--- config.mk ---
export PLATFORM = sky130hd
export DESIGN_NAME = lookup_apb_ctrl
export DESIGN_NICKNAME = d
export VERILOG_FILES = /design/src/cache_pkg.sv /design/src/apb_pkg.sv /design/src/lookup_apb_ctrl.sv
export VERILOG_INCLUDE_DIRS = /design/src
export SDC_FILE = /design/constraint.sdc
export NUM_CORES = 1
export LEC_CHECK = 0
export BUFFER_PORTS_ARGS = -buffer_cell sky130_fd_sc_hd__buf_2
export CORE_MARGIN = 2
export CORE_UTILIZATION = 55
export CTS_BUF_LIST = sky130_fd_sc_hd__clkbuf_4
export DETAILED_ROUTE_END_ITERATION = 12
export GPL_TIMING_DRIVEN = 0
export MAX_ROUTING_LAYER = met4
export PLACE_DENSITY = 0.9
export SLEW_MARGIN = 20
export SYNTH_ARGS = -nofsm -noshare
export SYNTH_HDL_FRONTEND = slang
export SYNTH_SLANG_ARGS = --single-unit
--- constraint.sdc ---
create_clock -name clock_i -period 5.4 [get_ports clock_i]
set_clock_uncertainty 0.1 [all_clocks]
set_input_delay 0.27 -clock clock_i [delete_from_list [all_inputs] [get_ports clock_i]]
set_output_delay 0.27 -clock clock_i [all_outputs]
set_load 0.03 [all_outputs]
--- src/cache_defines.svh ---
`ifndef CACHE_DEFINES_SVH
`define CACHE_DEFINES_SVH

// cache geometry
// ----------------------------------------------------------------------
`define CACHE_SET_SIZE       4   // ways per set
`define CACHE_BLOCK_CAPACITY 32  // blocks in the whole cache
`define BW_WORD_ADDR         16  // host word address width
`define BW_BLOCK             2   // word offset inside a block

// derived widths
`define BW_GRP $clog2(`CACHE_SET_SIZE)                         // way index
`define BW_SET ($clog2(`CACHE_BLOCK_CAPACITY) - `BW_GRP)       // set index
`define BW_TAG (`BW_WORD_ADDR - `BW_SET - `BW_BLOCK)           // what is left

// apb register map (byte offsets)
// ----------------------------------------------------------------------
`define REG_ADDR   8'h00 // r/w, write starts a lookup
`define REG_STATUS 8'h04 // ro, last lookup result
`define REG_HITS   8'h08 // ro
`define REG_MISSES 8'h0C // ro
`define REG_CTRL   8'h10 // wo, bit 0 = flush

`endif

--- src/cache_pkg.sv ---
`default_nettype none

`include "cache_defines.svh"

package cache_pkg;

	// address fields
	// ------------------------------------------------------------------
	typedef logic [`BW_WORD_ADDR-1:0] word_addr_t; // full word address from the host
	typedef logic [`BW_TAG-1:0]       tag_t;       // upper address bits
	typedef logic [`BW_SET-1:0]       set_t;       // selects one set
	typedef logic [`BW_GRP-1:0]       way_t;       // selects one way inside a set

	// block location in the cache, {way, set}
	typedef logic [`BW_GRP+`BW_SET-1:0] cache_loc_t;

	// statistics
	typedef logic [15:0] count_t; // saturates never, wraps at 64k

	// lookup result
	// ------------------------------------------------------------------
	// first member sits at the msb, so read back from bit 0 the register
	// holds hit, loc, evict_valid, evict_tag
	typedef struct packed {
		tag_t       evict_tag;   // tag pushed out by the fill, zero if none
		logic       evict_valid; // a valid block was replaced
		cache_loc_t loc;         // hit location, or fill location on a miss
		logic       hit;         // tag found in the set
	} lookup_result_t;

endpackage

`default_nettype wire

--- src/apb_pkg.sv ---
`default_nettype none

package apb_pkg;

	typedef logic [7:0]  apb_addr_t; // byte offset into the register map
	typedef logic [31:0] apb_data_t;

	// host to slave
	typedef struct packed {
		logic      psel;
		logic      penable; // high in the access phase
		logic      pwrite;
		apb_addr_t paddr;
		apb_data_t pwdata;
	} apb_req_t;

	// slave to host
	typedef struct packed {
		apb_data_t prdata;
		logic      pready;  // ends the access phase
		logic      pslverr; // bad offset or write to a read-only register
	} apb_rsp_t;

	// controller sequence
	typedef enum logic [1:0] {
		IDLE,   // waiting for a setup phase
		LOOKUP, // addr write, directory searched this cycle
		DONE    // zero wait state transfer, response on the bus
	} ctrl_state_e;

endpackage

`default_nettype wire

--- src/lookup_apb_ctrl.sv ---
`timescale 1ns/1ps
`default_nettype none

`include "cache_defines.svh"

module lookup_apb_ctrl (
	input  wire                        clock_i,
	input  wire                        resetn_i,     // sync, active low
	input  wire apb_pkg::apb_req_t     apb_req_i,
	output apb_pkg::apb_rsp_t          apb_rsp_o,
	output cache_pkg::set_t            set_o,        // to tag memory and victim selector
	output cache_pkg::tag_t            tag_o,
	output logic                       fill_en_o,    // write tag_o at fill_loc_o
	output cache_pkg::cache_loc_t      fill_loc_o,
	output logic                       flush_o,
	output logic                       advance_o,    // step the round robin of set_o
	input  wire cache_pkg::way_t       victim_way_i,
	input  wire                        hit_i,
	input  wire cache_pkg::cache_loc_t hit_loc_i,
	input  wire cache_pkg::tag_t       victim_tag_i, // current occupant of fill_loc_o
	input  wire                        victim_valid_i
);

	apb_pkg::ctrl_state_e      state_q;
	cache_pkg::word_addr_t     addr_q;    // last address written
	cache_pkg::lookup_result_t status_q;  // last lookup result
	cache_pkg::lookup_result_t result;
	cache_pkg::count_t         hits_q;
	cache_pkg::count_t         misses_q;
	apb_pkg::apb_data_t        rdata_q;   // read data captured at setup
	apb_pkg::apb_data_t        rd_data;
	logic                      slverr_q;
	logic                      bad_access;
	logic                      pready;
	logic                      setup;     // setup phase
	logic                      access;    // access phase
	logic                      xfer_end;  // transfer completes at this edge
	logic                      addr_wr;   // write to ADDR, needs a wait state
	logic                      lookup_end;

	// apb phases
	// ------------------------------------------------------------------
	assign setup    = apb_req_i.psel && !apb_req_i.penable;
	assign access   = apb_req_i.psel && apb_req_i.penable;
	assign pready   = (state_q != apb_pkg::IDLE); // idle is the wait state of an addr write
	assign xfer_end = access && pready;
	assign addr_wr  = apb_req_i.pwrite && (apb_req_i.paddr == `REG_ADDR);

	assign apb_rsp_o.prdata  = rdata_q;
	assign apb_rsp_o.pready  = pready;
	assign apb_rsp_o.pslverr = slverr_q;

	// register decode, read mux and error check
	always_comb begin
		rd_data    = '0;
		bad_access = 1'b0;
		case (apb_req_i.paddr)
			`REG_ADDR:   rd_data = 32'(addr_q);
			`REG_STATUS: begin
				rd_data    = 32'(status_q);
				bad_access = apb_req_i.pwrite; // read only
			end
			`REG_HITS: begin
				rd_data    = 32'(hits_q);
				bad_access = apb_req_i.pwrite;
			end
			`REG_MISSES: begin
				rd_data    = 32'(misses_q);
				bad_access = apb_req_i.pwrite;
			end
			`REG_CTRL:   rd_data = '0; // write only, reads as zero
			default:     bad_access = 1'b1;
		endcase
	end

	// directory side
	// ------------------------------------------------------------------
	assign tag_o      = addr_q[`BW_WORD_ADDR-1 -: `BW_TAG];
	assign set_o      = addr_q[`BW_BLOCK +: `BW_SET];
	assign fill_loc_o = {victim_way_i, set_o}; // round robin way in the same set

	assign lookup_end = (state_q == apb_pkg::LOOKUP) && xfer_end;
	assign fill_en_o  = lookup_end && !hit_i;
	assign advance_o  = lookup_end && !hit_i; // pointer moves with every fill
	assign flush_o    = (state_q == apb_pkg::DONE) && xfer_end && apb_req_i.pwrite
		&& (apb_req_i.paddr == `REG_CTRL) && !slverr_q && apb_req_i.pwdata[0];

	// what STATUS shows after this lookup
	always_comb begin
		result     = '0;
		result.hit = hit_i;
		if (hit_i) begin
			result.loc = hit_loc_i;
		end else begin
			result.loc         = fill_loc_o;
			result.evict_valid = victim_valid_i;
			result.evict_tag   = victim_valid_i ? victim_tag_i : '0; // no stale tags
		end
	end

	// sequencing
	// ------------------------------------------------------------------
	always_ff @(posedge clock_i) begin
		if (!resetn_i) begin
			state_q  <= apb_pkg::IDLE;
			rdata_q  <= '0;
			slverr_q <= 1'b0;
			status_q <= '0;
			hits_q   <= '0;
			misses_q <= '0;
		end else begin
			case (state_q)
				apb_pkg::IDLE: begin
					if (setup) begin
						rdata_q  <= rd_data;
						slverr_q <= bad_access;
						if (!addr_wr) begin
							state_q <= apb_pkg::DONE; // zero wait states
						end
					end else if (access && addr_wr) begin
						state_q <= apb_pkg::LOOKUP; // first access cycle, pready low
					end
				end
				apb_pkg::LOOKUP: begin
					if (xfer_end) begin
						state_q  <= apb_pkg::IDLE;
						status_q <= result; // current when the write completes
						if (hit_i) begin
							hits_q <= hits_q + 1'b1;
						end else begin
							misses_q <= misses_q + 1'b1;
						end
					end
				end
				apb_pkg::DONE: begin
					if (xfer_end) begin
						state_q  <= apb_pkg::IDLE;
						slverr_q <= 1'b0;
					end
				end
				default: state_q <= apb_pkg::IDLE;
			endcase
		end
	end

	// address register, loaded in the wait state of the addr write
	always_ff @(posedge clock_i) begin
		if ((state_q == apb_pkg::IDLE) && access && addr_wr) begin
			addr_q <= apb_req_i.pwdata[`BW_WORD_ADDR-1:0];
		end
	end

	// a response only ever answers the access phase of the host
	assert property (@(posedge clock_i) disable iff (!resetn_i)
		apb_rsp_o.pready |-> (apb_req_i.psel && apb_req_i.penable))
		else $error("lookup_apb_ctrl: pready outside an access phase");

endmodule

`default_nettype wire

After elaboration in Yosys (flattened, before gate mapping) --
Cells that the tools add are included.
Storage, ports and cells: register bits after elaboration 101
Operators by class: $add $sub $neg 2, equality and inequality tests 11, reduce and logical (&&, ||, !) cells 30, mux-type cells 13, bitwise logic cells 1
Operator list (count):
- case mux 18 bit (4 select lines) | 1
- adder 16 x 1 -> 16 bit, second input constant | 2
- equality test 8 x 4 -> 1 bit, second input constant | 2
- logical AND 1 bit | 14
- 2-to-1 mux 12 bit | 1
- AND reduction 3 bit | 4
- 2-to-1 mux 11 bit | 1
- equality test 8 x 3 -> 1 bit, second input constant | 1
- equality test 8 x 5 -> 1 bit, second input constant | 1
- zero test 8 bit | 1
- 2-to-1 mux 2 bit | 4
- inequality test 3 bit, second input constant | 2
- 2-to-1 mux 5 bit | 1
- inequality test 2 bit, second input constant | 2
- case mux 1 bit (2 select lines) | 2
- case mux 2 bit (2 select lines) | 1
- AND reduction 2 bit | 2
- nonzero test 2 bit | 2
- OR reduction 2 bit | 2
- zero test 1 bit | 3
- OR reduction 3 bit | 1
- equality test 2 x 1 -> 1 bit, second input constant | 1
- equality test 2 bit, second input constant | 1
- zero test 2 bit | 1
- other kinds (3) | 4

Logic depth before layout (Yosys ltp) --
depth after elaboration 7, mapped depth 8, depth with buffers taken out 6

Worst setup path before layout --
Ideal clock, no wire load.
path type input -> output, start point input port apb_req_i[35] (netlist bit), end point output port flush_o, data required time 5.030 ns, arrival 2.003 ns, path slack 3.027 ns, stages 5, cells stage by stage buf_2 buf_2 nor3b_1 nand4_1 nor4_1
On the way: cells in the longest elaborated chain, start to end 4
Ends and longest elaborated chain:
- start: declaration | RTL line lookup_apb_ctrl.sv:9 | input wire apb_pkg::apb_req_t apb_req_i,
- equality test 8 x 5 -> 1 bit
- logical AND 1 bit (3 in a row) | RTL line lookup_apb_ctrl.sv:85 | assign flush_o = (state_q == apb_pkg::DONE) && xfer_end && apb_req_i.pwrite
- end: declaration | RTL line lookup_apb_ctrl.sv:15 | output logic flush_o,
No other way between the ends.

Worst setup path in the final report --
start point register state_q[0], end point output port fill_en_o
On the way: cells in the longest elaborated chain, start to end 4, elaborated cells between the ends (all ways) 5
Ends and longest elaborated chain:
- start: declaration | RTL line lookup_apb_ctrl.sv:24 | apb_pkg::ctrl_state_e state_q;
- start signal: assignment | RTL line lookup_apb_ctrl.sv:105 | state_q <= apb_pkg::IDLE;
- start signal: assignment | RTL line lookup_apb_ctrl.sv:118 | state_q <= apb_pkg::DONE;
- start signal: assignment | RTL line lookup_apb_ctrl.sv:121 | state_q <= apb_pkg::LOOKUP;
- nonzero test 2 bit | RTL line lookup_apb_ctrl.sv:45 | assign pready = (state_q != apb_pkg::IDLE);
- logical AND 1 bit | RTL line lookup_apb_ctrl.sv:46 | assign xfer_end = access && pready;
- logical AND 1 bit (*) | RTL line lookup_apb_ctrl.sv:82 | assign lookup_end = (state_q == apb_pkg::LOOKUP) && xfer_end;
- logical AND 1 bit (*) | RTL line lookup_apb_ctrl.sv:83 | assign fill_en_o = lookup_end && !hit_i;
- end: declaration | RTL line lookup_apb_ctrl.sv:13 | output logic fill_en_o,
Mark *: on every way between the ends. The rest lies on a longest branch, timed or not.

==> impl_metrics.yaml <==
critical_path:
  crit_path_end_kind: "primary output"
  startpoint_type: "flop"
  crit_arrival_ns: 2.49
  worstSetupPathType: "flop to primary output"
  crit_fanout: 10
  required_ns: 5.03
  rrSetupSlack_ns: 3.07
sta:
  period_minus_slack_ns: 2.86
  hold_viol_final: 0
  finalMaxSlewViolations: 0
  finalSetupViolCount: 0
  tightest_slew_ns: 0.603
  period_share_pct: 52.9
  finalSetupTns_ns: 0
  slew_headroom_pct: 59.8
  timing.fmax_mhz: 350
  rsz0062_at_grt: "no"
clocking:
  cts_root_buf: "clkbuf_4"
  clock_latency_ns: 0.44
  postCtsSetupBuffers: 0
  clk_path_buf_depth: 2
  path_clk_slew_ns: 0.14
  cts_tree: "done"
  ctsResizeCount: 0
  numCtsBuffers: 9
  cts.sinks: 87
  cts-htree-levels: 3
synth:
  synthDistinctLibCells: 49
  synthFlopType: "dfxtp_1"
  netlist_area_um2: 4260
  yosys_register_bits: 87
  syn_avg_cell_area_um2: 9.66
  synthArstFlopShare_pct: 0
  synth_edf_count: 16
  netlist_instances: 441
  yosysSeqAreaShare_pct: 44.7
  yosysWarnings: 0
power_and_ir_drop:
  power-per-cell-area_nw_per_um2: 227
  peakVddDrop_uv: 126
  p_total_uw: 1200
  power.leakage_uw: 0.00213
finish:
  multiInputGateArea_um2: 1950
  final_core_util_pct: 69.9
  drive_gt1_share_pct: 29.1
  diodes: 0
  fillerInstances: 588
  nets: 649
  syn_to_final_growth_pct: 24.8
  ff_latch_area_um2: 1900
detailed_routing:
  via_per_inst: 5.59
  initialDrtViolationCount: 573
  drc: 0
  wl_per_cell_um: 15.8
  vias: 3838
  drtAntennaViolNets: 0
  drt_wl_total_um: 10800
  drt_pass1_iterations: 6
floorplanning:
  coreArea_um2: 7610
  die-area_um2: 8460
  num_rows: 32
  fp.dieH_um: 92
  ioPinCount: 121
  initial_utilization_pct: 56.0
  die_w_um: 92
hold_path:
  hold_class: "primary input to flop"
global_routing:
  grt_pass1_vias: 3639
  antenna_found_initial: 0
  grt_pass1_wl_um: 17600
  grt-ovfl-total: 0
  grt_start_max_net_pins: 15
  gr-usage-all-layers_pct: 27.4
run_status:
  outcome: "complete, no violations"
flow_run:
  cap_violations: 0
placed_design:
  io_buffer_count: 86
  gp_congestion: 0.938
  dp_hpwl_um: 7790
kinds of logic (layout without fill, tap and decap cells):
logic type / Yosys count / count (layout) / share of synthesized area, %
simple gates: 149 / 149 / 19.1
mux: 21 / 21 / 9.64
fa+ha+maj: 5 / 5 / 1.47
flops: 87 / 87 / 44.7
compound gates: 85 / 85 / 11.8
other cells: 1 / 14 / 0.0880
xor+xnor: 12 / 12 / 2.47
buf+inv: 81 / 211 / 10.8
path summary, 6_finish.rpt:
check / endpoint / cells past startpoint / startpoint
max: fill_en_o / 7 / state_q[0]
min: status_q[16] / 3 / victim_tag_i[9]
max reg2reg: status_q[2] / 8 / state_q[0]
min reg2reg: rdata_q[15] / 2 / rdata_q[15]
final cells by class:
class,instances,area share [%]
plain buffers,59,7.11
clock buffers,10,1.41
clock inverters,6,1.60
inverters,22,1.55
multi-input cells,286,36.7
flip-flops and latches,87,35.8
well taps,102,2.40
repair buffers,114,13.5
metrics by stage:
stage	instances	hold WS, ns	area [um^2]	setup slack, ns
6_report	686	0.00470	5310	2.54
5_1_grt	686	0.0163	5310	2.39
4_1_cts	685	0.00714	5300	2.60
3_5_place_dp	643	0.339	4880	2.98
3_3_place_gp	642	0.332	4870	2.33
2_1_floorplan	454	0.269	4310	3.03
registers in the layout (all words and copies together) (netlist names):
register / cells
hits_q: 16
slverr_q: 1
rdata_q: 18
state_q: 2
status_q: 18
addr_q: 16
misses_q: 16
metal layers:
layer  routed length, um  track usage, %
met1                4340            35.0
met2                5350            44.5
met3                 884            3.70
met4                 265            11.2
met5                   0               -
repair_timing:
item,4_1_cts,5_1_grt
setup endpoints to repair,0,0
hold buffers,26,1
hold endpoints to repair,26,1
cells in the final DEF, fill, tap and decap left out, drive strengths merged, types with 2 or more instances in the layout:
cell	netlist	final
buf	48	135
dfxtp	71	71
nand2	39	39
nor2	35	35
o21ai	31	31
dlygate4sd3	0	27
a21oi	24	24
inv	22	22
clkbuf	11	21
mux4	16	16
edfxtp	16	16
nand3	15	15
conb	1	14
a22oi	11	11
nand4	10	10
or3	8	8
or4	8	8
xnor2	7	7
nor3	6	6
o31ai	6	6
nor3b	5	5
mux2i	5	5
a211oi	5	5
xor2	5	5
ha	5	5
and2	4	4
nand4b	3	3
and4	3	3
clkinv	0	3
and4b	2	2
and3	2	2
o21a	2	2
and3b	2	2
nor2b	2	2
o22ai	2	2
bufinv	0	2
power by group:
group          switching (uW)  internal (uW)
combinational            69.4           57.8
sequential               1.38            662
clock                     223            192
critical path: stages (launching register included):
cell,delay [ns]
dfxtp_1,0.40
inv_1,0.10
ha_1,0.30
nand4b_4,0.23
clkbuf_1,0.26
nor2_1,0.40
buf_4,0.18
buf_2,0.18
Yosys cell counts, types with 2 or more instances:
cell type	n	share of area [%]
o31ai_1	6	1.1
nand2_1	39	3.4
dfxtp_1	71	33
o21a_1	2	0.35
nor3_1	6	0.71
nand3_1	14	1.6
a21oi_1	24	2.8
or3_1	8	1.2
or4_1	8	1.4
nor2b_1	2	0.29
xnor2_1	7	1.4
nor3b_1	5	0.88
o22ai_1	2	0.29
buf_1	2	0.18
a22oi_1	11	1.9
nand4_1	9	1.3
mux2i_1	5	1.2
and4b_1	2	0.47
edfxtp_1	16	11
mux4_2	16	8.5
buf_2	8	0.94
a211oi_1	5	0.88
nand4b_1	2	0.41
and3b_1	2	0.41
nor2_1	35	3.1
inv_1	22	1.9
ha_1	5	1.5
xor2_1	5	1.0
buf_4	37	6.5
clkbuf_1	11	0.97
and4_1	2	0.41
and3_1	2	0.29
and2_1	4	0.59
o21ai_0	31	3.6
Power figures use the tool's default switching activity.
