**src/cache_defines.svh**
```systemverilog
`ifndef CACHE_DEFINES_SVH
`define CACHE_DEFINES_SVH

// cache geometry
// ----------------------------------------------------------------------
`define CACHE_SET_SIZE       4   // ways per set
`define CACHE_BLOCK_CAPACITY 32  // blocks in the whole cache
`define BW_WORD_ADDR         16  // host word address width
`define BW_BLOCK             2   // word offset inside a block

// derived widths
`define BW_GRP $clog2(`CACHE_SET_SIZE)                         // way index
`define BW_SET ($clog2(`CACHE_BLOCK_CAPACITY) - `BW_GRP)       // set index
`define BW_TAG (`BW_WORD_ADDR - `BW_SET - `BW_BLOCK)           // what is left

// apb register map (byte offsets)
// ----------------------------------------------------------------------
`define REG_ADDR   8'h00 // r/w, write starts a lookup
`define REG_STATUS 8'h04 // ro, last lookup result
`define REG_HITS   8'h08 // ro
`define REG_MISSES 8'h0C // ro
`define REG_CTRL   8'h10 // wo, bit 0 = flush

`endif

```
**src/cache_pkg.sv**
```systemverilog
`default_nettype none

`include "cache_defines.svh"

package cache_pkg;

	// address fields
	// ------------------------------------------------------------------
	typedef logic [`BW_WORD_ADDR-1:0] word_addr_t; // full word address from the host
	typedef logic [`BW_TAG-1:0]       tag_t;       // upper address bits
	typedef logic [`BW_SET-1:0]       set_t;       // selects one set
	typedef logic [`BW_GRP-1:0]       way_t;       // selects one way inside a set

	// block location in the cache, {way, set}
	typedef logic [`BW_GRP+`BW_SET-1:0] cache_loc_t;

	// statistics
	typedef logic [15:0] count_t; // saturates never, wraps at 64k

	// lookup result
	// ------------------------------------------------------------------
	// first member sits at the msb, so read back from bit 0 the register
	// holds hit, loc, evict_valid, evict_tag
	typedef struct packed {
		tag_t       evict_tag;   // tag pushed out by the fill, zero if none
		logic       evict_valid; // a valid block was replaced
		cache_loc_t loc;         // hit location, or fill location on a miss
		logic       hit;         // tag found in the set
	} lookup_result_t;

endpackage

`default_nettype wire

```
**src/victim_selector.sv**
```systemverilog
`timescale 1ns/1ps
`default_nettype none

module victim_selector #(
	parameter int N_SETS = 8,
	parameter int N_WAYS = 4
)(
	input  wire                  clock_i,
	input  wire                  resetn_i,  // sync, active low
	input  wire cache_pkg::set_t set_i,     // set of the current lookup
	input  wire                  advance_i, // a miss filled the shown way
	output cache_pkg::way_t      way_o      // next way to replace in set_i
);

	// round robin pointers
	// ------------------------------------------------------------------
	cache_pkg::way_t ptr_q [N_SETS]; // one per set, all start at way 0
	cache_pkg::way_t ptr_nxt;

	assign way_o = ptr_q[set_i];

	// step and wrap after the last way
	always_comb begin
		if (ptr_q[set_i] == cache_pkg::way_t'(N_WAYS-1)) begin
			ptr_nxt = '0;
		end else begin
			ptr_nxt = ptr_q[set_i] + 1'b1;
		end
	end

	always_ff @(posedge clock_i) begin
		if (!resetn_i) begin
			for (int s = 0; s < N_SETS; s++) begin
				ptr_q[s] <= '0;
			end
		end else if (advance_i) begin
			ptr_q[set_i] <= ptr_nxt; // other sets keep their pointer
		end
	end

endmodule

`default_nettype wire

```
**config.mk**
```make
export PLATFORM = sky130hd
export DESIGN_NAME = victim_selector
export DESIGN_NICKNAME = d
export VERILOG_FILES = /design/src/cache_pkg.sv /design/src/victim_selector.sv
export VERILOG_INCLUDE_DIRS = /design/src
export SDC_FILE = /design/constraint.sdc
export NUM_CORES = 1
export LEC_CHECK = 0
export ABC_AREA = 1
export BUFFER_PORTS_ARGS = -buffer_cell sky130_fd_sc_hd__buf_2
export CAP_MARGIN = 5
export CELL_PAD_IN_SITES_DETAIL_PLACEMENT = 1
export CELL_PAD_IN_SITES_GLOBAL_PLACEMENT = 1
export CORE_MARGIN = 8
export CORE_UTILIZATION = 30
export CTS_CLUSTER_SIZE = 14
export DETAILED_ROUTE_END_ITERATION = 12
export PLACE_DENSITY = 0.61
export SLEW_MARGIN = 10
export SYNTH_ARGS = -nofsm -noshare
export SYNTH_HDL_FRONTEND = slang
export SYNTH_SLANG_ARGS = --single-unit
```
**constraint.sdc**
```tcl
create_clock -name clock_i -period 1.1 [get_ports clock_i]
set_input_delay 0.055 -clock clock_i [delete_from_list [all_inputs] [get_ports clock_i]]
set_output_delay 0.055 -clock clock_i [all_outputs]
set_load 0.01 [all_outputs]
```
Word-level counts from Yosys, hierarchy flattened
Memories as Yosys holds them, arrays and structs flattened.
Cells that the tools add are included.
W data, S select, Z words.
{"block": "totals", "register_bits": 0, "latchBits": 0, "ram_bits": 16, "mem_bits_ro": 0, "inputBits": 6, "output_inout_bits": 2, "elab_cells": 12, "memories": 1}
{"block": "op_classes", "addsub": 1, "n_mul": 0, "div": 0, "n_lt_le_gt_ge": 0, "eq_ne": 1, "n_shift": 0, "mux": 8, "n_bitwise": 0, "n_reduce_logical": 1}
{"memory": "ptr_q", "depth": 8, "word_bits": 2, "rd": 1, "rd_clocked_by_memory_dff": 0, "wr": 8, "line_no": "victim_selector.sv:17", "source": "cache_pkg::way_t ptr_q [N_SETS];"}
{"operator": "$mux W1", "count": 5}
{"operator": "$mux W2", "count": 2}
{"operator": "$mux W3", "count": 1}
{"operator": "$add A2 B1 Y2 const B", "count": 1}
{"operator": "$eq A2 B2 Y1 const B", "count": 1}
{"operator": "$reduce_or A2 Y1", "count": 1}

Depth between registers and ports, before layout
Gate-level depths: netlist (run 1).
{"block": "depth", "depth_word": 5, "depth_mapped": 11, "ltp_nobuf": 10}

Least setup slack after synthesis (run 1)
OpenSTA, ideal clock, no wires.
{"block": "synth_path", "path_type": "reg-to-reg", "start": "memory ptr_q[4][1] (netlist name)", "end": "memory ptr_q[0][1] (netlist name) (data pin)", "arrival_time_ns": 0.982, "t_required_ns": 0.840, "path_slack_ns": -0.142, "path_stages_with_launch": 6, "path_buffers": 0, "cell_sequence": "edfxtp_1 > or2_0 > nand3_2 > nand3_1 > nand2_2 > a21oi_1"}
{"element": "start: declaration", "line_no": "victim_selector.sv:17"}

Worst setup path after layout (run 1)
{"block": "layout_path", "start": "memory ptr_q[2][0] (netlist name)", "end": "output way_o[0]"}
{"block": "layout_between", "elab_chain_len": 1}
{"element": "$mem_v2 Z8 W2"}
{"element": "end: declaration", "line_no": "victim_selector.sv:12", "source": "output cache_pkg::way_t way_o"}
Every way passes these cells.

==> results of run 1 <==
-- synthesized netlist by cell type --
cell type   n  area [sq um]
nand4_1     4          25.0
nand3_1     9          45.0
nor2_2      3          18.8
nor2_1     10          37.5
inv_2       2          7.51
or2_0       1          6.26
buf_6       3          33.8
nand3_2     2          20.0
or2_2       1          6.26
edfxtp_1   16           480
a21oi_1     9          45.0
inv_1       9          33.8
nand2_2     3          18.8
clkbuf_1    1          3.75
buf_4       1          7.51
nand2_1    34           128
nand2_4     1          11.3
-- layer usage --
metal / vias to the layer above / track usage (%)
li1: 410 / -
met1: 375 / 14.6
met2: 7 / 17.0
met3: 2 / 1.81
met4: 0 / 4.08
met5: - / 0
-- logic make-up (layout without fill, tap and decap cells) --
group / after synthesis / count (layout) / share of synthesized area, %
buf+inv: 16 / 38 / 9.30
compound gates: 9 / 9 / 4.85
simple gates: 68 / 68 / 34.1
flops: 16 / 16 / 51.8
-- worst paths after layout --
| check | start | to | depth (start not counted) |
|---|---|---|---|
| setup reg to reg | ptr_q[4][1] | ptr_q[0][1] | 6 |
| hold reg to reg | ptr_q[3][1] | ptr_q[1][1] | 4 |
| setup / recovery | ptr_q[2][0] | way_o[0] | 8 |
| hold / removal | advance_i | ptr_q[7][0] | 4 |
-- where the power goes --
part | switching (mW) | leakage, nW | internal, mW
combinational | 0.174 | 0.359 | 0.118
clock | 0.186 | 0.0154 | 0.132
sequential | 0.00979 | 0.166 | 0.698
total | 0.369 | 0.540 | 0.948
-- timing repair --
action | CTS | global route
gates resized for setup | 11 | 7
buffers inserted | 2 | 1
endpoints found under the setup margin | 18 | 18
pin swaps | 8 | 5
gates cloned | 0 | 0
-- final cells by class --
type	count	area, sq um	area share (%)
clock inverter	1	3.75	0.313
sequential	16	480	40.0
timing repair buffer	23	175	14.6
clock buffer	3	22.5	1.88
inverter	11	41.3	3.44
multi-input combinational	77	435	36.3
tap	33	41.3	3.44
-- critical path, delay by kind of cell, from the launching register on --
kind / cells / cell delay (ns)
AND/OR/NAND/NOR: 6 / 0.42
buffers and inverters: 2 / 0.23
flip-flops: 1 / 0.38
==> summary.md, run 1 <==
| Metric | Value |
|---|---|
| Seq/Total Area, Yosys | `51.8%` |
| CP endpoint kind | `output pin` |
| Startpoint Class | `flip-flop` |
| GRT Total Usage | `10.9%` |
| ANT cells | `0` |
| PortBufs | `7` |
| CP dominant cell by count | `nand2_1` |
| Ys Warns | `0` |
| Maximum fanout along the worst path | `4` |
| Routed vias/inst | `4.84` |
| DP Wirelength | `1940 um` |
| Req. time, crit path | `1.04 ns` |
| #FFs+latches synth | `16` |
| Setup WS post-layout | `-0.270 ns` |
| Worst IR drop on VDD | `0.619 mV` |
| Rel. slew slack | `82.8%` |
| Fraction of layout cells with a size suffix above 1 | `38.9%` |
| Util after Layout | `40.0%` |
| CTS sink cnt | `16` |
| Post-layout power | `1.32 mW` |
| Clock skew | `0.00155 ns` |
| Setup tns final | `-3.81 ns` |
| First-pass GRT wire length | `4380 um` |
| Fin area | `1200 sq um` |
| Status | `complete, but fails checks` |
| Clk_lat worst skew | `0.28 ns` |
| Initial antenna violation count | `0` |
| 1st-iter DRT viols | `34` |
| Final #Nets | `138` |
| Clock root buffer | `clkbuf_4` |
| Hold slack final | `0.255 ns` |
| Initial DRT Pass Iterations | `4` |
| Leakage | `0.540 nW` |
| Mapped Cells | `109` |
| Routed wl met3 | `42 um` |
| Pwr Density | `1100 nW/um^2` |
| Final setup vio count | `18` |
| Fmax | `730 MHz` |
| Max FFs per register | `16` |
| Fin crit share | `125%` |
| Placed insts | `157` |
| CP arrival | `1.31 ns` |
| Die Wd | `71.6 um` |
| Most common cell after layout, fill and taps aside | `nand2_1` |
| Fin cells | `164` |
| Maximum buffer depth of the clock tree | `2` |
| Post-place instance area | `1090 sq um` |
| Largest regs | `ptr_q: 16 flops` |
| Hold_buf cts | `0` |
| Slew Limit Fails | `0` |
| Total number of vias | `794` |
| Synth unique cells | `17` |
| WL/cell | `15.2 um` |
| Crit-path max cell delay | `0.38 ns` |
| GR Overflow Total | `0` |
| Syn Area/Cell | `8.52 sq um` |
| Filler Cell Count | `372` |
| Number of max-cap violations | `0` |
| Endpoints failing hold | `0` |
| Top Layer Used | `met4` |
| Worst-margin pin slew | `0.257 ns` |
| DRC violation count after routing | `0` |
| P&R area growth vs syn | `29.2%` |
| Post-Place Worst Slack | `-0.365 ns` |
| DRT Wirelength | `2490 um` |
| Final ANT Viol Nets | `0` |
| GPL Wtd Cong | `0.804` |
| Largest net degree at the start of global routing | `13` |
| Commonest cells after routing, fill and taps aside | `nand2_1 (30), edfxtp_1 (16), buf_4 (14)` |
| Clock-pin slew on the worst setup and hold paths | `0.10 ns` |
| TritonCTS clock tree | `built` |
| I/O pins | `8` |
| Die extent in y | `71.6 um` |
| RSZ-0062 raised after global routing | `yes` |
| Hold crit path type | `input pin to flip-flop` |
| CTS HTree Levels | `1` |
| Biggest register | `ptr_q` |
| Failing checks | `setup timing` |
| R2r setup slk | `-0.27 ns` |
| Std-Cell Core Area | `3000 sq um` |
| DR WL met2 | `1190 um` |
| Syn nets | `115` |
| Tmin final | `1.37 ns` |
| Synth Cell Area | `928 sq um` |
| # rows | `20` |
| CP Cell Sequence | `nand2_1, nand2_1, nand2_1, nand2_1, nand2_2, nand2_4, buf_6, buf_6` |
| CTS buffer count | `3` |
| Vias in the first global route | `869` |
| Setup CP Type | `flip-flop to output pin` |
| M1 WL | `1230 um` |
| Initial core utilization | `30.9%` |
| Die Area | `5130 sq um` |
| CP max stage cell | `edfxtp_1` |
Note: power is estimated with default switching activity, not from simulation.
==> run 2, diff against run 1 <==
--- a/config.mk
+++ b/config.mk
@@ -8,3 +8,3 @@
 export LEC_CHECK = 0
-export ABC_AREA = 1
+export ABC_AREA = 0
 export BUFFER_PORTS_ARGS = -buffer_cell sky130_fd_sc_hd__buf_2
@@ -17,3 +17,3 @@
 export DETAILED_ROUTE_END_ITERATION = 12
-export PLACE_DENSITY = 0.61
+export PLACE_DENSITY = 0.57
 export SLEW_MARGIN = 10
==> constraint.sdc (replaced) <==
create_clock -name clock_i -period 1.1 [get_ports clock_i]
set_input_delay 0.11 -clock clock_i [delete_from_list [all_inputs] [get_ports clock_i]]
set_output_delay 0.11 -clock clock_i [all_outputs]
set_load 0.01 [all_outputs]
==> summary.md, run 2 <==
| Metric | Value |
|---|---|
| Synth Area in XOR/XNOR | `0% (unchanged)` |
| Yosys top cell by area | `edfxtp_1 (unchanged)` |
| Max FFs per register | `16 (unchanged)` |
| Clock root buffer | `clkbuf_4 (unchanged)` |
| CP Cell Sequence | `mux4_2, mux2_4, a21o_4, a211oi_1 (was nand2_1, nand2_1, nand2_1, nand2_1, nand2_2, nand2_4, buf_6, buf_6)` |
| GPL Wtd Cong | `0.734 (was 0.804)` |
| Setup CP Type | `flip-flop to flip-flop (was flip-flop to output pin)` |
| Routed vias/inst | `5.37 (was 4.84)` |
| Die Wd | `70.0 um (was 71.6 um)` |
| Syn Area/Cell | `13.1 sq um (was 8.52 sq um)` |
| Fin cells | `131 (was 164)` |
| Syn nets | `73 (was 115)` |
| Synth unique cells | `20 (was 17)` |
| CTS HTree Levels | `1 (unchanged)` |
| DRT Wirelength | `2360 um (was 2490 um)` |
| Commonest cells post-synth | `edfxtp_1 (16), o21ai_0 (9), a211oi_1 (8), nand2b_1 (5) (was nand2_1 (34), edfxtp_1 (16), nor2_1 (10))` |
| I/O pins | `8 (unchanged)` |
| Biggest register | `ptr_q (unchanged)` |
| Dominant cell by count in the synthesized netlist | `edfxtp_1 (was nand2_1)` |
| CP startpoint | `ptr_q[3][1] (was ptr_q[2][0])` |
| Die extent in y | `70.0 um (was 71.6 um)` |
| Worst-margin pin slew | `0.368 ns (was 0.257 ns)` |
| Std-Cell Core Area | `2760 sq um (was 3000 sq um)` |
| Filler Cell Count | `304 (was 372)` |
| Multiplexer area fraction after synthesis | `12.2% (was 0%)` |
| Largest family of logic cells by synthesized area | `simple AND/OR/NAND/NOR gates (unchanged)` |
| Hold Path Stages | `2 (was 4)` |
| Number of max-cap violations | `0 (unchanged)` |
| GR Overflow Total | `0 (unchanged)` |
| Synth Area in Simple Gates | `14.9% (was 34.1%)` |
| CTS sink cnt | `16 (unchanged)` |
| Seq/Total Area, Yosys | `54.9% (was 51.8%)` |
| Ys Warns | `0 (unchanged)` |
| CP max stage cell | `mux4_2 (was edfxtp_1)` |
| Synth Cell Area | `875 sq um (was 928 sq um)` |
| Post-synthesis compound-gate area fraction | `13.7% (was 4.85%)` |
| WL/cell | `18.0 um (was 15.2 um)` |
| Clk_lat worst skew | `0.29 ns (was 0.28 ns)` |
| Commonest cells after routing, fill and taps aside | `buf_4 (20), edfxtp_1 (16), a211oi_2 (7), buf_6 (7) (was nand2_1 (30), edfxtp_1 (16), buf_4 (14))` |
| Setup WS post-layout | `-0.670 ns (was -0.270 ns)` |
| Fraction of layout cells with a size suffix above 1 | `60.0% (was 38.9%)` |
| Endpoints failing hold | `0 (unchanged)` |
| Worst hold start | `resetn_i (was advance_i)` |
| Fmax | `565 MHz (was 730 MHz)` |
| DRC violation count after routing | `0 (unchanged)` |
| Req. time, crit path | `1.23 ns (was 1.04 ns)` |
| Vias in the first global route | `743 (was 869)` |
| GRT Total Usage | `9.96% (was 10.9%)` |
| Largest net degree at the start of global routing | `10 (was 13)` |
| Fin crit share | `161% (was 125%)` |
| Mapped Cells | `67 (was 109)` |
| Initial antenna violation count | `0 (unchanged)` |
| Most common cell after layout, fill and taps aside | `buf_4 (was nand2_1)` |
| ANT cells | `0 (unchanged)` |
| R2R depth | `4 (was 6)` |
| Area contributors post-synth | `edfxtp_1 (55%), a211oi_1 (6.9%), o21ai_0 (5.2%) (was edfxtp_1 (52%), nand2_1 (14%), a21oi_1 (4.9%))` |
| P&R area growth vs syn | `42.3% (was 29.2%)` |
| CTS buffer count | `3 (unchanged)` |
| Maximum fanout along the worst path | `8 (was 4)` |
| Hold crit path type | `input pin to flip-flop (unchanged)` |
| CP arrival | `1.90 ns (was 1.31 ns)` |
| 1st-iter DRT viols | `42 (was 34)` |
| Failing checks | `setup timing (unchanged)` |
| Initial DRT Pass Iterations | `4 (unchanged)` |
| Worst IR drop on VDD | `0.631 mV (was 0.619 mV)` |
| Die Area | `4900 sq um (was 5130 sq um)` |
| Final setup vio count | `18 (unchanged)` |
| R2r startpoint | `ptr_q[3][1] (was ptr_q[4][1])` |
| Leakage | `0.465 nW (was 0.540 nW)` |
| RSZ-0062 raised after global routing | `yes (unchanged)` |
| First-pass GRT wire length | `3830 um (was 4380 um)` |
| Pwr Density | `1110 nW/um^2 (was 1100 nW/um^2)` |
| Crit-path max cell delay | `0.47 ns (was 0.38 ns)` |
| TritonCTS clock tree | `built (unchanged)` |
| DP Wirelength | `1740 um (was 1940 um)` |
| Maximum buffer depth of the clock tree | `2 (unchanged)` |
| Final ANT Viol Nets | `0 (unchanged)` |
| PortBufs | `7 (unchanged)` |
| # rows | `19 (was 20)` |
| Tmin final | `1.77 ns (was 1.37 ns)` |
| Status | `complete, but fails checks (unchanged)` |
| Fin area | `1240 sq um (was 1200 sq um)` |
| Clock-pin slew on the worst setup and hold paths | `0.09 ns (was 0.10 ns)` |
| EDFF count, synth | `16 (unchanged)` |
| Share of the synthesized area in the top cell type | `54.9% (was 51.8%)` |
| Rel. slew slack | `75.2% (was 82.8%)` |
| Placed insts | `120 (was 157)` |
| Total number of vias | `704 (was 794)` |
| Main synth FF type | `edfxtp_1 (unchanged)` |
| Startpoint Class | `flip-flop (unchanged)` |
| Largest regs | `ptr_q: 16 flops (unchanged)` |
| Final #Nets | `107 (was 138)` |
| Clock skew | `0.00266 ns (was 0.00155 ns)` |
| Post-layout power | `1.38 mW (was 1.32 mW)` |
| FFs w/ async S/R, synth | `0% (unchanged)` |
| Initial core utilization | `31.7% (was 30.9%)` |
| Slew Limit Fails | `0 (unchanged)` |
| Post-place instance area | `1050 sq um (was 1090 sq um)` |
| Post-Synth Adder-Cell Area | `0% (unchanged)` |
| #FFs+latches synth | `16 (unchanged)` |
| CP endpoint kind | `flip-flop (was output pin)` |
| Hold_buf cts | `0 (unchanged)` |
==> run 2: final cells by class <==
class / count / area [sq um] / share of cell area [%]
Multi-Input combinational cell: 47 / 440 / 35.4
Sequential cell: 16 / 480 / 38.6
Clock inverter: 1 / 3.75 / 0.302
Clock buffer: 3 / 22.5 / 1.81
Tap cell: 31 / 38.8 / 3.12
Timing Repair Buffer: 33 / 259 / 20.8
==> run 2: repair_timing <==
action / CTS / global route
pin swaps: 0 / 1
setup buffers: 2 / 5
setup endpoints to repair: 18 / 18
resized for setup: 10 / 15
==> run 2: through the flow <==
| stage | hold WS, ns | utilization (%) | TNS (ns) | setup WS, ns |
|---|---|---|---|---|
| after floorplan | 0.384 | - | -6.46 | -0.546 |
| after global placement | 0.545 | 38.2 | -12.36 | -0.669 |
| after detailed placement | 0.566 | 38.2 | -12.50 | -0.687 |
| after CTS | 0.252 | 41.2 | -9.52 | -0.661 |
| after global routing | 0.280 | 45.1 | -11.04 | -0.762 |
| final | 0.270 | 45.1 | -9.83 | -0.670 |
==> run 2: worst max-delay path: cells and delay by family (launching register included) <==
family         cells  cell delay (ns)
AO/OA/AOI/OAI      2             0.45
multiplexers       2             0.77
flip-flops         1             0.39
==> run 2: path summary, 6_finish.rpt <==
path | to | slack [ns]
max | ptr_q[1][1] | -0.67
min | ptr_q[4][1] | 0.27
min reg2reg | ptr_q[7][1] | 1.03
max reg2reg | ptr_q[1][1] | -0.67
==> run 2: cells by family after synthesis <==
logic type / after synthesis
and+or+nand+nor: 23
AOI/OAI and AO/OA: 18
buffers and inverters: 4
DFF: 16
muxes: 6
==> run 2: routing by layer <==
metal	GRT usage, %	vias up	share of wire, %
met3	2.12	4	4.0
met5	0	-	0
met2	15.5	16	47
met1	12.5	355	47
met4	5.36	0	1.7
li1	-	329	-
==> run 2: where the power goes <==
part,switching (mW),leakage [nW],internal (mW)
Combinational,0.171,0.283,0.172
Clock,0.192,0.0154,0.132
Sequential,0.00868,0.167,0.700
Total,0.372,0.465,1.00
==> run 3, diff against run 2 <==
==> constraint.sdc (replaced) <==
create_clock -name clock_i -period 1.1 [get_ports clock_i]
set_input_delay 0.055 -clock clock_i [delete_from_list [all_inputs] [get_ports clock_i]]
set_output_delay 0.055 -clock clock_i [all_outputs]
set_load 0.01 [all_outputs]
==> summary.md, run 3 (synthesis results as in run 2) <==
| Metric | Value |
|---|---|
| Status | `complete, but fails checks (unchanged)` |
| Failing checks | `setup timing (unchanged)` |
| Vias in the first global route | `718 (was 743)` |
| Rel. slew slack | `65.4% (was 75.2%)` |
| RSZ-0062 raised after global routing | `yes (unchanged)` |
| DP Wirelength | `1800 um (was 1740 um)` |
| Hold slack final | `0.217 ns (was 0.270 ns)` |
| CTS sink cnt | `16 (unchanged)` |
| Max FFs per register | `16 (unchanged)` |
| Hold_buf cts | `0 (unchanged)` |
| CP startpoint | `ptr_q[3][1] (unchanged)` |
| P&R area growth vs syn | `33.0% (was 42.3%)` |
| CP Cell Sequence | `mux4_2, mux2_4, a21o_4, a211oi_2 (was mux4_2, mux2_4, a21o_4, a211oi_1)` |
| Initial core utilization | `31.7% (unchanged)` |
| Fin cells | `122 (was 131)` |
| Maximum fanout along the worst path | `8 (unchanged)` |
| Leakage | `0.414 nW (was 0.465 nW)` |
| CTS buffer count | `3 (unchanged)` |
| Number of max-cap violations | `0 (unchanged)` |
| Setup CP Type | `flip-flop to flip-flop (unchanged)` |
| Fraction of layout cells with a size suffix above 1 | `56.0% (was 60.0%)` |
| GRT Total Usage | `10.1% (was 9.96%)` |
| Setup WS post-layout | `-0.686 ns (was -0.670 ns)` |
| Endpoints failing hold | `0 (unchanged)` |
| Commonest cells after routing, fill and taps aside | `edfxtp_1 (16), buf_4 (15), a211oi_2 (8) (was buf_4 (20), edfxtp_1 (16), a211oi_2 (7), buf_6 (7))` |
| DRT Wirelength | `2340 um (was 2360 um)` |
| CP arrival | `1.90 ns (about the same)` |
| Initial antenna violation count | `0 (unchanged)` |
| Crit-path leading delay family | `multiplexers (unchanged)` |
| R2r startpoint | `ptr_q[3][1] (unchanged)` |
| Clock root buffer | `clkbuf_4 (unchanged)` |
| Most common cell after layout, fill and taps aside | `edfxtp_1 (was buf_4)` |
| WL/cell | `19.2 um (was 18.0 um)` |
| CTS HTree Levels | `1 (unchanged)` |
| Total number of vias | `638 (was 704)` |
| Die extent in y | `70.0 um (unchanged)` |
| TritonCTS clock tree | `built (unchanged)` |
| Hold crit path type | `input pin to flip-flop (unchanged)` |
| CP max stage cell | `mux4_2 (unchanged)` |
| DRC violation count after routing | `0 (unchanged)` |
| Startpoint Class | `flip-flop (unchanged)` |
| Fin area | `1160 sq um (was 1240 sq um)` |
| Worst hold start | `resetn_i (unchanged)` |
| Worst-margin pin slew | `0.518 ns (was 0.368 ns)` |
| 1st-iter DRT viols | `12 (was 42)` |
| Std-Cell Core Area | `2760 sq um (unchanged)` |
| First-pass GRT wire length | `3870 um (was 3830 um)` |
| Final #Nets | `99 (was 107)` |
| Routed vias/inst | `5.23 (was 5.37)` |
| Fmax | `560 MHz (was 565 MHz)` |
| Tmin final | `1.79 ns (was 1.77 ns)` |
| Crit-path max cell delay | `0.49 ns (was 0.47 ns)` |
| PortBufs | `7 (unchanged)` |
| Post-Place Worst Slack | `-0.705 ns (was -0.687 ns)` |
| Maximum buffer depth of the clock tree | `2 (unchanged)` |
| Slew Limit Fails | `0 (unchanged)` |
| Die Wd | `70.0 um (unchanged)` |
| Fin crit share | `162% (was 161%)` |
| Req. time, crit path | `1.21 ns (was 1.23 ns)` |
| Placed insts | `116 (was 120)` |
| I/O pins | `8 (unchanged)` |
| Post-place instance area | `1020 sq um (was 1050 sq um)` |
| Final ANT Viol Nets | `0 (unchanged)` |
| GPL Wtd Cong | `0.713 (was 0.734)` |
| CP endpoint kind | `flip-flop (unchanged)` |
| Final setup vio count | `18 (unchanged)` |
| Initial DRT Pass Iterations | `4 (unchanged)` |
| Largest regs | `ptr_q: 16 flops (unchanged)` |
| Buf+Inv Stages, Crit Path | `0 (unchanged)` |
| Die Area | `4900 sq um (unchanged)` |
| Clock skew | `0.00633 ns (was 0.00266 ns)` |
| ANT cells | `0 (unchanged)` |
| Pwr Density | `1130 nW/um^2 (was 1110 nW/um^2)` |
| GR Overflow Total | `0 (unchanged)` |
| Worst IR drop on VDD | `0.638 mV (was 0.631 mV)` |
| Biggest register | `ptr_q (unchanged)` |
| # rows | `19 (unchanged)` |
| Clock-pin slew on the worst setup and hold paths | `0.09 ns (about the same)` |
| Clk_lat worst skew | `0.28 ns (was 0.29 ns)` |
| Largest net degree at the start of global routing | `11 (was 10)` |
-- run 3: cell types whose count changed in the layout (fill, tap and decap cells not counted), sizes merged --
cell and change:
buf -8, clkinv -1
-- run 3: path summary, 6_finish.rpt --
check / endpoint / slack (ns) / cells past startpoint
setup reg to reg: ptr_q[3][1] / -0.69 / 4
setup / recovery: ptr_q[3][1] / -0.69 / 4
hold reg to reg: ptr_q[6][0] / 1.07 / 5
hold / removal: ptr_q[6][0] / 0.22 / 2
-- run 3: repair_timing --
item                       CTS  global route
setup endpoints to repair   18            18
gates resized for setup     19             1
pin swaps                    3             3
setup buffers                3             1
-- run 3: routing by layer --
layer  part of all wire, %  track usage [%]  wire length, um  up-vias
li1                      -                -                -      310
met1                    47             12.5             1110      309
met2                    47             16.3             1110       15
met3                   4.0             2.68               94        4
met4                   1.2             3.35               27        0
met5                     0                0                0        -
-- run 3: cell type report --
class / count / area, sq um
fill: 291 / 1590
sequential: 16 / 480
multi-input combinational: 47 / 434
timing repair buffer: 25 / 188
tap: 31 / 38.8
clock buffer: 3 / 22.5
-- run 3: power breakdown --
group / total, mW / internal (mW) / switching (mW)
combinational: 0.299 / 0.137 / 0.162
sequential: 0.709 / 0.700 / 0.00922
clock: 0.304 / 0.127 / 0.177
total: 1.31 / 0.964 / 0.347
-- run 3: per-stage QoR --
stage	TNS, ns	power (mW)	utilization [%]
final	-10.18	1.31	42.2
after global routing	-10.99	1.37	42.2
after CTS	-10.26	1.32	42.2
after detailed placement	-11.67	0.953	37.1
after global placement	-10.80	0.945	37.1
after floorplan	-6.18	0.854	-
